## config.mk

```make
export PLATFORM = sky130hd
export DESIGN_NAME = scroll_layer
export DESIGN_NICKNAME = d
export VERILOG_FILES = /design/src/verilog/scroll_pkg.sv /design/src/verilog/video_timing.sv /design/src/verilog/scroll_delay.sv /design/src/verilog/scroll_addr.sv /design/src/verilog/tile_fetch.sv /design/src/verilog/rom_arbiter.sv /design/src/verilog/scroll_layer.sv
export SDC_FILE = /design/constraint.sdc
export NUM_CORES = 2
export LEC_CHECK = 0
export BUFFER_PORTS_ARGS = -buffer_cell sky130_fd_sc_hd__buf_2
export CORE_MARGIN = 2
export CORE_UTILIZATION = 50
export DETAILED_ROUTE_END_ITERATION = 12
export PLACE_DENSITY = 0.68
export SLEW_MARGIN = 20
export SYNTH_ARGS = -nofsm -noshare
export SYNTH_HDL_FRONTEND = slang
export SYNTH_SLANG_ARGS = --single-unit
export TNS_END_PERCENT = 50
```

## constraint.sdc

```tcl
create_clock -name clk -period 5.1 [get_ports clk]
set_clock_uncertainty 0.15 [all_clocks]
set_input_delay 1.02 -clock clk [delete_from_list [all_inputs] [get_ports clk]]
set_output_delay 1.02 -clock clk [all_outputs]
set_load 0.02 [all_outputs]
```

## src/verilog/scroll_pkg.sv

```systemverilog
// ########################################
// Scroll layer constants
// Video timing, fetch offset, ROM regions
// and pixel widths for the background layer
// ########################################

package scroll_pkg;

    // Horizontal count range of one line
    localparam logic [8:0] H_START = 9'h080;
    localparam logic [8:0] H_END   = 9'h1FF;

    // Lines per frame
    localparam int V_LINES = 256;

    // Fetch runs this many pixels ahead of the display
    // Same amount delays the vertical count
    localparam int HOFFSET = 5;

    // clk cycles per 6 MHz pixel enable
    localparam int CEN_DIV = 4;
    localparam int CEN_W   = $clog2(CEN_DIV);

    // External ROM geometry
    localparam int ROM_AW = 16;
    localparam int ROM_DW = 16;

    // Top address bit picks the region
    // Clear for tile map words
    localparam logic [ROM_AW-1:0] MAP_BASE = 16'h0000;
    // Set for graphics words
    localparam logic [ROM_AW-1:0] GFX_BASE = 16'h8000;

    // Row within a 32x32 tile
    localparam int TILE_ROW_W = 5;
    // Column within a 32x32 tile, low 3 bits are the pixel
    localparam int TILE_COL_W = 5;

    // Palette output
    localparam int PXLW = 8;
    localparam logic [PXLW-1:0] BLANK_PXL = 8'hFF;

    // Palette PROM address, {bank, colour}
    localparam int PROM_AW = 8;

endpackage

```

## src/verilog/video_timing.sv

```systemverilog
// ########################################
// Video timing
// 6 MHz pixel enable plus h and v counters
// ########################################

`timescale 1ns/100ps

module video_timing (
    input  logic       clk,
    input  logic       rst_n,
    output logic       cen6,
    output logic [8:0] h,
    output logic [7:0] v
);

    // Pixel enable divider
    logic [scroll_pkg::CEN_W-1:0] div_cnt;
    // Last pixel of the line
    logic                         line_end;

    assign line_end = (h == scroll_pkg::H_END);

    // Divide clk down to the pixel rate
    always_ff @(posedge clk) begin
        if (!rst_n) begin
            div_cnt <= '0;
            cen6    <= 1'b0;
        end else begin
            if (div_cnt == scroll_pkg::CEN_DIV - 1) begin
                div_cnt <= '0;
            end else begin
                div_cnt <= div_cnt + 1'b1;
            end
            // One clk wide, once per divider period
            cen6 <= (div_cnt == scroll_pkg::CEN_DIV - 1);
        end
    end

    // Pixel and line counters
    always_ff @(posedge clk) begin
        if (!rst_n) begin
            h <= scroll_pkg::H_START;
            v <= '0;
        end else if (cen6) begin
            if (line_end) begin
                // Wrap to the first visible count
                h <= scroll_pkg::H_START;
                if (v == scroll_pkg::V_LINES - 1) begin
                    v <= '0;
                end else begin
                    v <= v + 1'b1;
                end
            end else begin
                h <= h + 1'b1;
            end
        end
    end

endmodule

```

## src/verilog/scroll_delay.sv

```systemverilog
// ########################################
// Pixel-rate delay line
// Shift register of any payload type
// ########################################

`timescale 1ns/100ps

module scroll_delay #(
    parameter type T      = logic [7:0],
    parameter int  STAGES = 1
) (
    input  logic clk,
    input  logic rst_n,
    input  logic cen6,
    input  T     din,
    output T     dout
);

    // Stage 0 takes the input
    T pipe [STAGES];

    always_ff @(posedge clk) begin
        if (!rst_n) begin
            for (int i = 0; i < STAGES; i++) begin
                pipe[i] <= '0;
            end
        end else if (cen6) begin
            pipe[0] <= din;
            // Older entries move one step down
            for (int i = 1; i < STAGES; i++) begin
                pipe[i] <= pipe[i-1];
            end
        end
    end

    assign dout = pipe[STAGES-1];

endmodule

```

## src/verilog/scroll_addr.sv

```systemverilog
// ########################################
// Scroll address generator
// Scrolled position, flip and map requests
// ########################################

`timescale 1ns/100ps

module scroll_addr (
    input  logic                               clk,
    input  logic                               rst_n,
    input  logic                               cen6,
    input  logic [8:0]                         h,
    input  logic [7:0]                         v,
    input  logic [15:0]                        hpos,
    input  logic [7:0]                         vpos,
    input  logic                               flip,
    output logic                               map_req,
    output logic [scroll_pkg::ROM_AW-1:0]      map_req_addr,
    input  logic                               map_ack,
    input  logic [scroll_pkg::ROM_DW-1:0]      rom_data,
    output logic [scroll_pkg::ROM_DW-1:0]      map_word,
    output logic                               map_word_vld,
    output logic [scroll_pkg::TILE_ROW_W-1:0]  sv_row,
    output logic [scroll_pkg::TILE_COL_W-1:0]  hs
);

    logic [8:0]  h_ahead;
    logic [8:0]  h_fix;
    logic [7:0]  h_flp;
    logic        h_b7;
    logic [9:0]  h_ext;
    logic [7:0]  pic;
    logic [7:0]  sh;
    logic [7:0]  v_dly;
    logic [7:0]  v_flp;
    logic [7:0]  sv;
    logic        col_end;

    // Line count lags by the fetch offset
    scroll_delay #(
        .T      ( logic [7:0]          ),
        .STAGES ( scroll_pkg::HOFFSET  )
    ) u_vdly (
        .clk    ( clk    ),
        .rst_n  ( rst_n  ),
        .cen6   ( cen6   ),
        .din    ( v      ),
        .dout   ( v_dly  )
    );

    // Horizontal position, HOFFSET pixels ahead
    assign h_ahead = h + 9'(scroll_pkg::HOFFSET);
    // Overflow past 0x1FF folds back above 0x080
    assign h_fix   = (!h_ahead[8] && h[8]) ? (h_ahead | 9'h080) : h_ahead;

    // Flip screen mirrors the count
    assign h_flp = {8{flip}} ^ h_fix[7:0];
    assign h_b7  = (~h_fix[8] & (~flip ^ h_flp[6])) ^ h_flp[7];
    // Signed 10-bit screen column
    assign h_ext = {h_flp[6] & ~h_fix[8], ~h_fix[8], h_b7, h_flp[6:0]};

    // Scrolled column, tile index on top
    assign {pic, sh} = hpos + {{6{h_ext[9]}}, h_ext};

    // Scrolled row
    assign v_flp = {8{flip}} ^ v_dly;
    assign sv    = vpos + v_flp;

    // Last pixel of an 8-pixel column
    assign col_end = (sh[2:0] == 3'd7);

    always_ff @(posedge clk) begin
        if (!rst_n) begin
            map_req      <= 1'b0;
            map_word_vld <= 1'b0;
        end else begin
            map_req      <= cen6 && col_end;
            map_word_vld <= map_ack;
        end
    end

    always_ff @(posedge clk) begin
        if (cen6) begin
            if (col_end) begin
                // Row and column held for the tile fetcher
                hs[4:3] <= sh[4:3];
                sv_row  <= sv[4:0];
                // Column LSB goes last so neighbours share a ROM page
                map_req_addr <= scroll_pkg::MAP_BASE |
                                {2'b00, pic, sh[7:6], sv[7:5], sh[5]};
            end
            // Pixel index in screen order
            hs[2:0] <= sh[2:0] ^ {3{flip}};
        end
        if (map_ack) begin
            map_word <= rom_data;
        end
    end

endmodule

```

## src/verilog/tile_fetch.sv

```systemverilog
// ########################################
// Tile graphics fetch
// Two graphics words per tile column,
// pixel shifter and palette PROM
// ########################################

`timescale 1ns/100ps

module tile_fetch (
    input  logic                               clk,
    input  logic                               rst_n,
    input  logic                               cen6,
    input  logic [scroll_pkg::ROM_DW-1:0]      map_word,
    input  logic                               map_word_vld,
    input  logic [scroll_pkg::TILE_ROW_W-1:0]  sv_row,
    input  logic [scroll_pkg::TILE_COL_W-1:0]  hs,
    input  logic                               layer_on,
    input  logic                               flip,
    output logic                               gfx_req,
    output logic [scroll_pkg::ROM_AW-1:0]      gfx_req_addr,
    input  logic                               gfx_ack,
    input  logic [scroll_pkg::ROM_DW-1:0]      rom_data,
    input  logic [scroll_pkg::PROM_AW-1:0]     prog_addr,
    input  logic                               prom_we,
    input  logic [scroll_pkg::PXLW-1:0]        prom_din,
    output logic [scroll_pkg::PXLW-1:0]        pxl
);

    logic [1:0]                         gap_cnt;
    logic                               gap_run;
    logic                               half;
    logic                               mirror;
    logic [scroll_pkg::TILE_ROW_W-1:0]  row;
    logic [1:0]                         col;
    logic                               attr_adv;
    logic                               load_grp;
    // {hflip, bank} for the pixels on screen
    logic [4:0]                         attr;
    logic                               rev;
    logic [scroll_pkg::ROM_DW-1:0]      gfx_buf;
    logic [scroll_pkg::ROM_DW-1:0]      pix_sr;
    logic [3:0]                         pix;
    logic [scroll_pkg::PXLW-1:0]        prom [2**scroll_pkg::PROM_AW];

    // Half 0 right after the map word, half 1 four pixels on
    always_ff @(posedge clk) begin
        if (!rst_n) begin
            gfx_req <= 1'b0;
            gap_run <= 1'b0;
            gap_cnt <= '0;
            half    <= 1'b0;
        end else begin
            gfx_req <= 1'b0;
            if (map_word_vld) begin
                gfx_req <= 1'b1;
                half    <= 1'b0;
                gap_run <= 1'b1;
                gap_cnt <= '0;
            end else if (cen6 && gap_run) begin
                gap_cnt <= gap_cnt + 1'b1;
                if (gap_cnt == 2'd3) begin
                    gfx_req <= 1'b1;
                    half    <= 1'b1;
                    gap_run <= 1'b0;
                end
            end
        end
    end

    // Tile mirrored against the scan direction
    assign mirror = map_word[12] ^ flip;
    // vflip inverts the row, hflip the column
    assign row    = sv_row ^ {5{map_word[13]}};
    assign col    = hs[4:3] ^ {2{map_word[12]}};
    // Graphics region holds 128 tiles of 32x32
    assign gfx_req_addr = scroll_pkg::GFX_BASE |
                          {1'b0, map_word[6:0], col, row, half ^ mirror};

    // New group every 4 pixels, new tile at group 0
    assign load_grp = cen6 && (hs[1:0] == 2'b11);
    assign attr_adv = cen6 && (hs[2:0] == 3'd3);

    // Attribute waits for its first graphics word
    scroll_delay #(
        .T      ( logic [4:0]  ),
        .STAGES ( 1            )
    ) u_attr (
        .clk    ( clk            ),
        .rst_n  ( rst_n          ),
        .cen6   ( attr_adv       ),
        .din    ( map_word[12:8] ),
        .dout   ( attr           )
    );

    assign rev = attr[4] ^ flip;
    assign pix = rev ? pix_sr[3:0] : pix_sr[15:12];

    always_ff @(posedge clk) begin
        if (gfx_ack) begin
            gfx_buf <= rom_data;
        end
        if (load_grp) begin
            pix_sr <= gfx_buf;
        end else if (cen6) begin
            // shift toward the output nibble
            pix_sr <= rev ? {4'h0, pix_sr[15:4]} : {pix_sr[11:0], 4'h0};
        end
        if (prom_we) begin
            prom[prog_addr] <= prom_din;
        end
    end

    // Palette lookup at {bank, colour}
    always_ff @(posedge clk) begin
        if (!rst_n) begin
            pxl <= scroll_pkg::BLANK_PXL;
        end else if (cen6) begin
            pxl <= layer_on ? prom[{attr[3:0], pix}] : scroll_pkg::BLANK_PXL;
        end
    end

endmodule

```

## src/verilog/rom_arbiter.sv

```systemverilog
// ########################################
// ROM arbiter
// Map and graphics requesters share one
// ROM, map first, one read per cycle
// ########################################

`timescale 1ns/100ps

module rom_arbiter (
    input  logic                           clk,
    input  logic                           rst_n,
    input  logic                           map_req,
    input  logic [scroll_pkg::ROM_AW-1:0]  map_req_addr,
    input  logic                           gfx_req,
    input  logic [scroll_pkg::ROM_AW-1:0]  gfx_req_addr,
    output logic                           rom_rd,
    output logic [scroll_pkg::ROM_AW-1:0]  rom_addr,
    output logic                           map_ack,
    output logic                           gfx_ack
);

    // One waiting request per port
    logic                           map_pend;
    logic                           gfx_pend;
    logic [scroll_pkg::ROM_AW-1:0]  map_slot;
    logic [scroll_pkg::ROM_AW-1:0]  gfx_slot;
    // Graphics read goes out this cycle
    logic                           gfx_go;

    assign gfx_go = gfx_pend && !map_pend;

    // Read straight from the slots
    assign rom_rd   = map_pend || gfx_pend;
    assign rom_addr = map_pend ? map_slot : gfx_slot;

    always_ff @(posedge clk) begin
        if (!rst_n) begin
            map_pend <= 1'b0;
            gfx_pend <= 1'b0;
            map_ack  <= 1'b0;
            gfx_ack  <= 1'b0;
        end else begin
            // Map slot always drains on the next cycle
            map_pend <= map_req;
            // Graphics slot holds while the map read goes out
            gfx_pend <= gfx_req || (gfx_pend && map_pend);
            // Owner of the read in flight, data is back next cycle
            map_ack  <= map_pend;
            gfx_ack  <= gfx_go;
        end
    end

    // Request addresses
    always_ff @(posedge clk) begin
        if (map_req) begin
            map_slot <= map_req_addr;
        end
        if (gfx_req) begin
            gfx_slot <= gfx_req_addr;
        end
    end

endmodule

```

## src/verilog/scroll_layer.sv

```systemverilog
// ########################################
// Scroll background layer
// Timing, map and tile fetch sharing one
// external ROM, palette output
// ########################################

`timescale 1ns/100ps

module scroll_layer (
    input  logic                           clk,
    input  logic                           rst_n,
    input  logic [15:0]                    hpos,
    input  logic [7:0]                     vpos,
    input  logic                           flip,
    input  logic                           layer_on,
    input  logic [scroll_pkg::PROM_AW-1:0] prog_addr,
    input  logic                           prom_we,
    input  logic [scroll_pkg::PXLW-1:0]    prom_din,
    output logic                           rom_rd,
    output logic [scroll_pkg::ROM_AW-1:0]  rom_addr,
    input  logic [scroll_pkg::ROM_DW-1:0]  rom_data,
    output logic                           cen6,
    output logic [8:0]                     h,
    output logic [7:0]                     v,
    output logic [scroll_pkg::PXLW-1:0]    pxl
);

    // Map requester
    logic                               map_req;
    logic [scroll_pkg::ROM_AW-1:0]      map_req_addr;
    logic                               map_ack;
    // Graphics requester
    logic                               gfx_req;
    logic [scroll_pkg::ROM_AW-1:0]      gfx_req_addr;
    logic                               gfx_ack;
    // Map word and tile position to the fetcher
    logic [scroll_pkg::ROM_DW-1:0]      map_word;
    logic                               map_word_vld;
    logic [scroll_pkg::TILE_ROW_W-1:0]  sv_row;
    logic [scroll_pkg::TILE_COL_W-1:0]  hs;

    video_timing u_timing (
        .clk    ( clk   ),
        .rst_n  ( rst_n ),
        .cen6   ( cen6  ),
        .h      ( h     ),
        .v      ( v     )
    );

    scroll_addr u_addr (
        .clk          ( clk          ),
        .rst_n        ( rst_n        ),
        .cen6         ( cen6         ),
        .h            ( h            ),
        .v            ( v            ),
        .hpos         ( hpos         ),
        .vpos         ( vpos         ),
        .flip         ( flip         ),
        .map_req      ( map_req      ),
        .map_req_addr ( map_req_addr ),
        .map_ack      ( map_ack      ),
        .rom_data     ( rom_data     ),
        .map_word     ( map_word     ),
        .map_word_vld ( map_word_vld ),
        .sv_row       ( sv_row       ),
        .hs           ( hs           )
    );

    tile_fetch u_tile (
        .clk          ( clk          ),
        .rst_n        ( rst_n        ),
        .cen6         ( cen6         ),
        .map_word     ( map_word     ),
        .map_word_vld ( map_word_vld ),
        .sv_row       ( sv_row       ),
        .hs           ( hs           ),
        .layer_on     ( layer_on     ),
        .flip         ( flip         ),
        .gfx_req      ( gfx_req      ),
        .gfx_req_addr ( gfx_req_addr ),
        .gfx_ack      ( gfx_ack      ),
        .rom_data     ( rom_data     ),
        .prog_addr    ( prog_addr    ),
        .prom_we      ( prom_we      ),
        .prom_din     ( prom_din     ),
        .pxl          ( pxl          )
    );

    rom_arbiter u_arb (
        .clk          ( clk          ),
        .rst_n        ( rst_n        ),
        .map_req      ( map_req      ),
        .map_req_addr ( map_req_addr ),
        .gfx_req      ( gfx_req      ),
        .gfx_req_addr ( gfx_req_addr ),
        .rom_rd       ( rom_rd       ),
        .rom_addr     ( rom_addr     ),
        .map_ack      ( map_ack      ),
        .gfx_ack      ( gfx_ack      )
    );

endmodule

```

Word-level counts from Yosys, hierarchy flattened
Memory sizes are Yosys's and may differ from the RTL's.
Cells that the tools add are included.
Cells by class
  add/subtract/negate cells: 7
  eq/ne operators: 7
  mux-type cells: 31
  bitwise logic cells: 20
  reductions and logical operators: 21
Operators by type and width (number)
  $mux 16: 4
  $mux 8: 8
  $add 16x16->16: 1
  $mux 1: 16
  $xor 8x8->8: 2
  $add 9x1->9 const B: 1
  $add 9x3->9 const B: 1
  $eq 9x9->1 const B: 1
  $mux 9: 1
  $add 8x1->8 const B: 1
  $add 8x8->8: 1
  $eq 8x8->1 const B: 1
  $reduce_and 2->1: 4
  $logic_and 1x1->1: 7
  $eq 2x2->1 const B: 3
  $reduce_bool 2->1: 3
  $mux 5: 1
  $or 1x1->1: 5
  $reduce_or 5->1: 1
  $xor 1x1->1: 5
  $xor 5x5->5: 1
  $add 2x1->2 const B: 2
  $mux 4: 1
  $reduce_or 2->1: 2
  other kinds (8): 13
Storage, ports and cells
  register bits: 138
  RAM bits: 2093
  output and inout port bits: 43
  word-level logic and storage cells: 113
  memories kept: 3
Memories
  u_tile.prom: depth 256, bits a word 8, read ports 1, clocked after Yosys merged registers in 0, write ports 1, line tile_fetch.sv:43  | logic [scroll_pkg::PXLW-1:0] prom [2**scroll_pkg::PROM_AW];
  u_addr.u_vdly.pipe: depth 5, bits a word 8, read ports 5, clocked after Yosys merged registers in 0, write ports 5, line scroll_delay.sv:20  | T pipe [STAGES];
  u_tile.u_attr.pipe: depth 1, bits a word 5, read ports 1, clocked after Yosys merged registers in 0, write ports 1, line scroll_delay.sv:20

Logic depth before layout (Yosys ltp)
  depth in word-level cells: 11
  gate-level depth with buffers: 16

Cells and area by module
A second synthesis with hierarchy kept.
Second synthesis, totals
  cell total of the unflattened synthesis: 6275
  area total of the unflattened synthesis: 89413.3 µm²
Modules (own cells, without submodules)
  tile_fetch: times used 1, cells an instance 5791, area each 82794.4 µm², seq. area each 62720.2 µm²
  scroll_addr: times used 1, cells an instance 212, area each 2565.0 µm², seq. area each 1241.2 µm²
  scroll_delay at u_addr.u_vdly: times used 1, cells an instance 97, area each 1609.0 µm², seq. area each 1201.2 µm²
  rom_arbiter: times used 1, cells an instance 61, area each 1341.3 µm², seq. area each 1041.0 µm²
  video_timing: times used 1, cells an instance 103, area each 915.9 µm², seq. area each 400.4 µm²
  scroll_delay at u_tile.u_attr: times used 1, cells an instance 11, area each 187.7 µm², seq. area each 150.1 µm²

Least setup slack after synthesis
No wires, ideal clock.
  path type: in2reg
  start point: input port flip
  end point: register u_addr.hs[3] (netlist name) (enable)
  data arrival time: 4.244 ns
  required time: 4.523 ns
  slack: 0.279 ns
  cell stages on the path: 8
  path through: buf_2 > buf_1 > xnor2_1 > ha_1 > inv_1 > fa_1 > xor2_1 > nor3_1
On the way
  longest elaborated chain between the ends: 4
RTL lines
  from (decl): line scroll_layer.sv:14  | input logic flip,
  $xor 8x8->8: line scroll_addr.sv:57  | assign h_flp = {8{flip}} ^ h_fix[7:0];
  $add 16x16->16: line scroll_addr.sv:63  | assign {pic, sh} = hpos + {{6{h_ext[9]}}, h_ext};
  $eq 3x3->1: line scroll_addr.sv:70  | assign col_end = (sh[2:0] == 3'd7);
  $reduce_and 2->1 (no line)
  to (decl): line scroll_addr.sv:24  | output logic [scroll_pkg::TILE_COL_W-1:0] hs
No other way between the ends.
A chain may end at the register's enable or synchronous reset.

Final worst setup path
  start point: memory u_tile.u_attr.pipe[0][4] (netlist name)
  end point: register u_tile.pxl[6] (netlist name)
On the way
  longest elaborated chain between the ends: 5
RTL lines
  from (decl): line scroll_delay.sv:20
  $mem_v2 1x5
  $xor 1x1->1: line tile_fetch.sv:95  | assign rev = attr[4] ^ flip;
  $mux 4: line tile_fetch.sv:96  | assign pix = rev ? pix_sr[3:0] : pix_sr[15:12];
  $mem_v2 256x8
  $mux 8: line tile_fetch.sv:118  | pxl <= layer_on ? prom[{attr[3:0], pix}] : scroll_pkg::BLANK_PXL;
  to (signal assigned): line tile_fetch.sv:116  | pxl <= scroll_pkg::BLANK_PXL;
  to (signal assigned): line tile_fetch.sv:118
  to (decl): line tile_fetch.sv:26  | output logic [scroll_pkg::PXLW-1:0] pxl
No other way between the ends.

==> flow_metrics.tcl <==
set metrics [dict create \
    status "finished clean" \
    final_core_util_pct 56.5 \
    clock_latency_ns 0.85 \
    worst_setup_path_end_kind "flop" \
    htreeDepth 4 \
    path_buf_inv 4 \
    syn_area_per_cell_um2 13.7 \
    portBuffers 103 \
    initial_core_util_pct 50.3 \
    drive_above_1_share_pct 10.7 \
    syn_area_mm2 0.0911 \
    timing.reg2reg.setup_slack_ns 0.37 \
    async_flop_share_pct 0 \
    path_max_fanout 26 \
    synth_edf_count 2191 \
    reg2reg_to "u_tile.pxl[6]$_SDFFE_PN1P_" \
    crit_required_ns 5.66 \
    tightest_slew_ns 1.13 \
    arrival_ns 5.30 \
    slew_viol_final 0 \
    cts.sinks 2230 \
    synth_fp_nets 6717 \
    clkPwrFrac_pct 41.3 \
    ys.flop_type "edfxtp_1" \
    peakVddDrop_mv 0.413 \
    cp_slowest_cell "nor4_1" \
    crit_family "simple AND/OR/NAND/NOR gates" \
    drt_pass1_iterations 6 \
    via_per_inst 6.12 \
    grt_pass1_vias 55300 \
    clock-root-buffer "clkbuf_16" \
    route.detailed.drc 0 \
    drt-initial-drc-count 7642 \
    ys_warn_count 0 \
    hold_ws_ns 0.190 \
    p_sw_share_pct 22.0 \
    fin_area_mm2 0.102 \
    wire_per_inst_um 26.5 \
    nets 6850 \
    path_depth 11 \
    yosys.cell_types.count 71 \
    crit_type "flop to flop" \
    grt_max_degree 122 \
    ys_ff_latch 2230 \
    cts_tree "yes" \
    die_h_um 431 \
    track_usage_pct 26.2 \
    io_pins 104 \
    maxCapViolations 0 \
    cts_setup_buffers 0 \
    core_mm2 0.181 \
    leakagePower_uw 0.0342 \
    dp_slack_ns -0.193 \
    crit_chain "xor2_4, buf_12, buf_4, mux2_2, buf_4, or3_1, a21oi_1, o31ai_1, nor4_1, buf_4, a2111oi_1" \
    timing.rr.start "u_tile.u_attr.pipe[0][4]$_SDFFCE_PN0P_" \
    power.switching_uw 8380 \
    fin_crit_ns 4.73 \
    cts_buffers 216 \
    fp-row-count 156 \
    netlist_instances 6626 \
    antenna_found_initial 15 \
    crit_path_frequent_cell "buf_4" \
    combPwrFrac_pct 5.7 \
    internal_power_uw 29800 \
    ant_nets 0 \
    areaGrowthSynthToFinish_pct 12.2 \
    gp_congestion 0.919 \
    worst_slack_ns 0.365 \
    hold_viol_final 0 \
    cts_resized 0 \
    setup_viol_count_final 0 \
    crit_path_max_incr_delay_ns 0.97 \
    startpoint_type "flop" \
    p_seq_share_pct 53.0 \
    placed_area_mm2 0.0951 \
    clk_path_buf_depth 3 \
    max_freq_ghz 0.211 \
    grt-ovfl-total 0 \
    grt_pass1_wl_mm 361 \
    max_slew_margin_pct 24.1 \
    die_w_um 431 \
    fin_crit_sh_pct 92.8 \
    wl_mm 246 \
    vias 57000 \
    cts_hold_buf 0 \
    synth_seq_area_share_pct 73.1 \
    hold_path.class "input port to flop" \
    die_area_mm2 0.186 \
    rr_worst_depth 11 \
    cp-endpoint "u_tile.pxl[6]$_SDFFE_PN1P_" \
    power.density_mw_per_mm2 374 \
    design_power_total_uw 38200 \
    crit_start "u_tile.u_attr.pipe[0][4]$_SDFFCE_PN0P_" \
    clk_pin_slew_ns 0.06 \
    dp_hpwl_mm 151 \
    grt_setup_unrepaired "false" \
]
## Yosys cell counts (all sizes together) (50+ instances only)
library cell	instances	area (um2)
nor4	56	363
nor3	74	375
edfxtp	2191	65800
a31oi	54	338
nand4	51	319
nor2	311	1170
nand2b	201	1260
o21ai	67	335
a211oi	50	375
clkbuf	228	856
a21oi	435	2180
buf	203	1050
nand2	1296	4860
o22ai	89	557
nand3	438	2190
mux2i	312	3160
## registers in the layout, indices dropped and copies added (netlist names), 5 cells and up
| signal | count |
|---|---|
| u_addr.map_word | 13 |
| u_addr.map_req_addr | 14 |
| u_arb.gfx_slot | 15 |
| u_tile.pxl | 8 |
| u_tile.u_attr.pipe | 5 |
| u_tile.pix_sr | 16 |
| u_timing.h | 9 |
| u_timing.v | 8 |
| u_addr.u_vdly.pipe | 40 |
| u_arb.map_slot | 14 |
| u_addr.hs | 5 |
| u_tile.prom | 2048 |
| u_tile.gfx_buf | 16 |
| u_addr.sv_row | 5 |
## metrics by stage
stage          setup TNS (ns)  instances
2_1_floorplan               0       6626
3_3_place_gp           -0.481       8911
3_5_place_dp           -0.611       8911
4_1_cts                     0       9309
5_1_grt                     0       9312
6_report                    0       9316
## how the worst min path moves through the flow
stage	from	endpoint	slack, ns	cells past startpoint
global route	rom_data[15]	u_tile.gfx_buf[15]$_DFFE_PP_	0.16	1
CTS	rom_data[7]	u_tile.gfx_buf[7]$_DFFE_PP_	0.14	1
detailed placement	u_addr.map_req_addr[12]$_DFFE_PP_	u_arb.map_slot[12]$_DFFE_PP_	0.25	0
floorplan	u_addr.map_word[2]$_DFFE_PP_	u_arb.gfx_slot[10]$_DFFE_PP_	0.25	0
global placement	u_addr.map_word[2]$_DFFE_PP_	u_arb.gfx_slot[10]$_DFFE_PP_	0.25	0
finish	rom_data[7]	u_tile.gfx_buf[7]$_DFFE_PP_	0.19	1
## routing by layer
metal  part of all wire (%)  vias up  track usage, %
met4                    4.1        2            10.7
met3                    9.3      518            4.55
li1                       -    25000               -
met1                     39    28500            35.7
met2                     48     2960            42.1
met5                 0.0053        -               0
## area by class of cell
type,count,area [um2]
fill,14000,78800
tap,2370,2970
clock buffer,291,5960
antenna,7,17.5
multi-input combinational,3950,22700
timing repair buffer,346,2880
clock inverter,107,1040
inverter,15,56.3
sequential,2230,66600
## power by group through the flow
| stage | Combinational (uW) | Clock [uW] | Sequential (uW) |
|---|---|---|---|
| after floorplan | 1170 | 0 | 20600 |
| after global placement | 2110 | 0 | 20600 |
| after detailed placement | 2140 | 0 | 20600 |
| after CTS | 2150 | 15900 | 20200 |
| after global routing | 2320 | 16600 | 20200 |
| final | 2170 | 15800 | 20200 |
## cells by family after synthesis
group / share of synthesized area [%]
and+or+nand+nor: 12.4
DFF: 73.1
AOI/OAI and AO/OA: 6.32
buffers and inverters: 2.15
muxes: 4.95
xor gates and xnor gates: 0.672
adders and majority gates: 0.429
## worst reg2reg max path: cells and delay by family (launching register included)
family          cells  cell delay (ns)
buf+inv             4             1.15
mux                 1             0.52
compound gates      3             0.55
simple gates        2             1.34
flops               1             0.51
xor+xnor            1             0.37
## placed cells by master, fill, tap and decap left out, drive strengths merged, types with 33 or more instances in the layout
cell type  Yosys  final
nand2       1296   1296
mux4          48     48
o21ai         67     67
nor3          74     74
a31oi         54     54
and3          49     49
dfxtp         39     39
buf          203    346
xor2          33     33
clkinv         0     82
mux2i        312    312
nand2b       201    201
o22ai         89     89
clkbuf       228    291
o211ai        34     34
xnor2         36     36
a21oi        435    435
a211oi        50     50
edfxtp      2191   2191
nor2         311    311
nor4          56     56
nand4         51     51
nand3        438    438
Note: power is estimated with default switching activity, not from simulation.
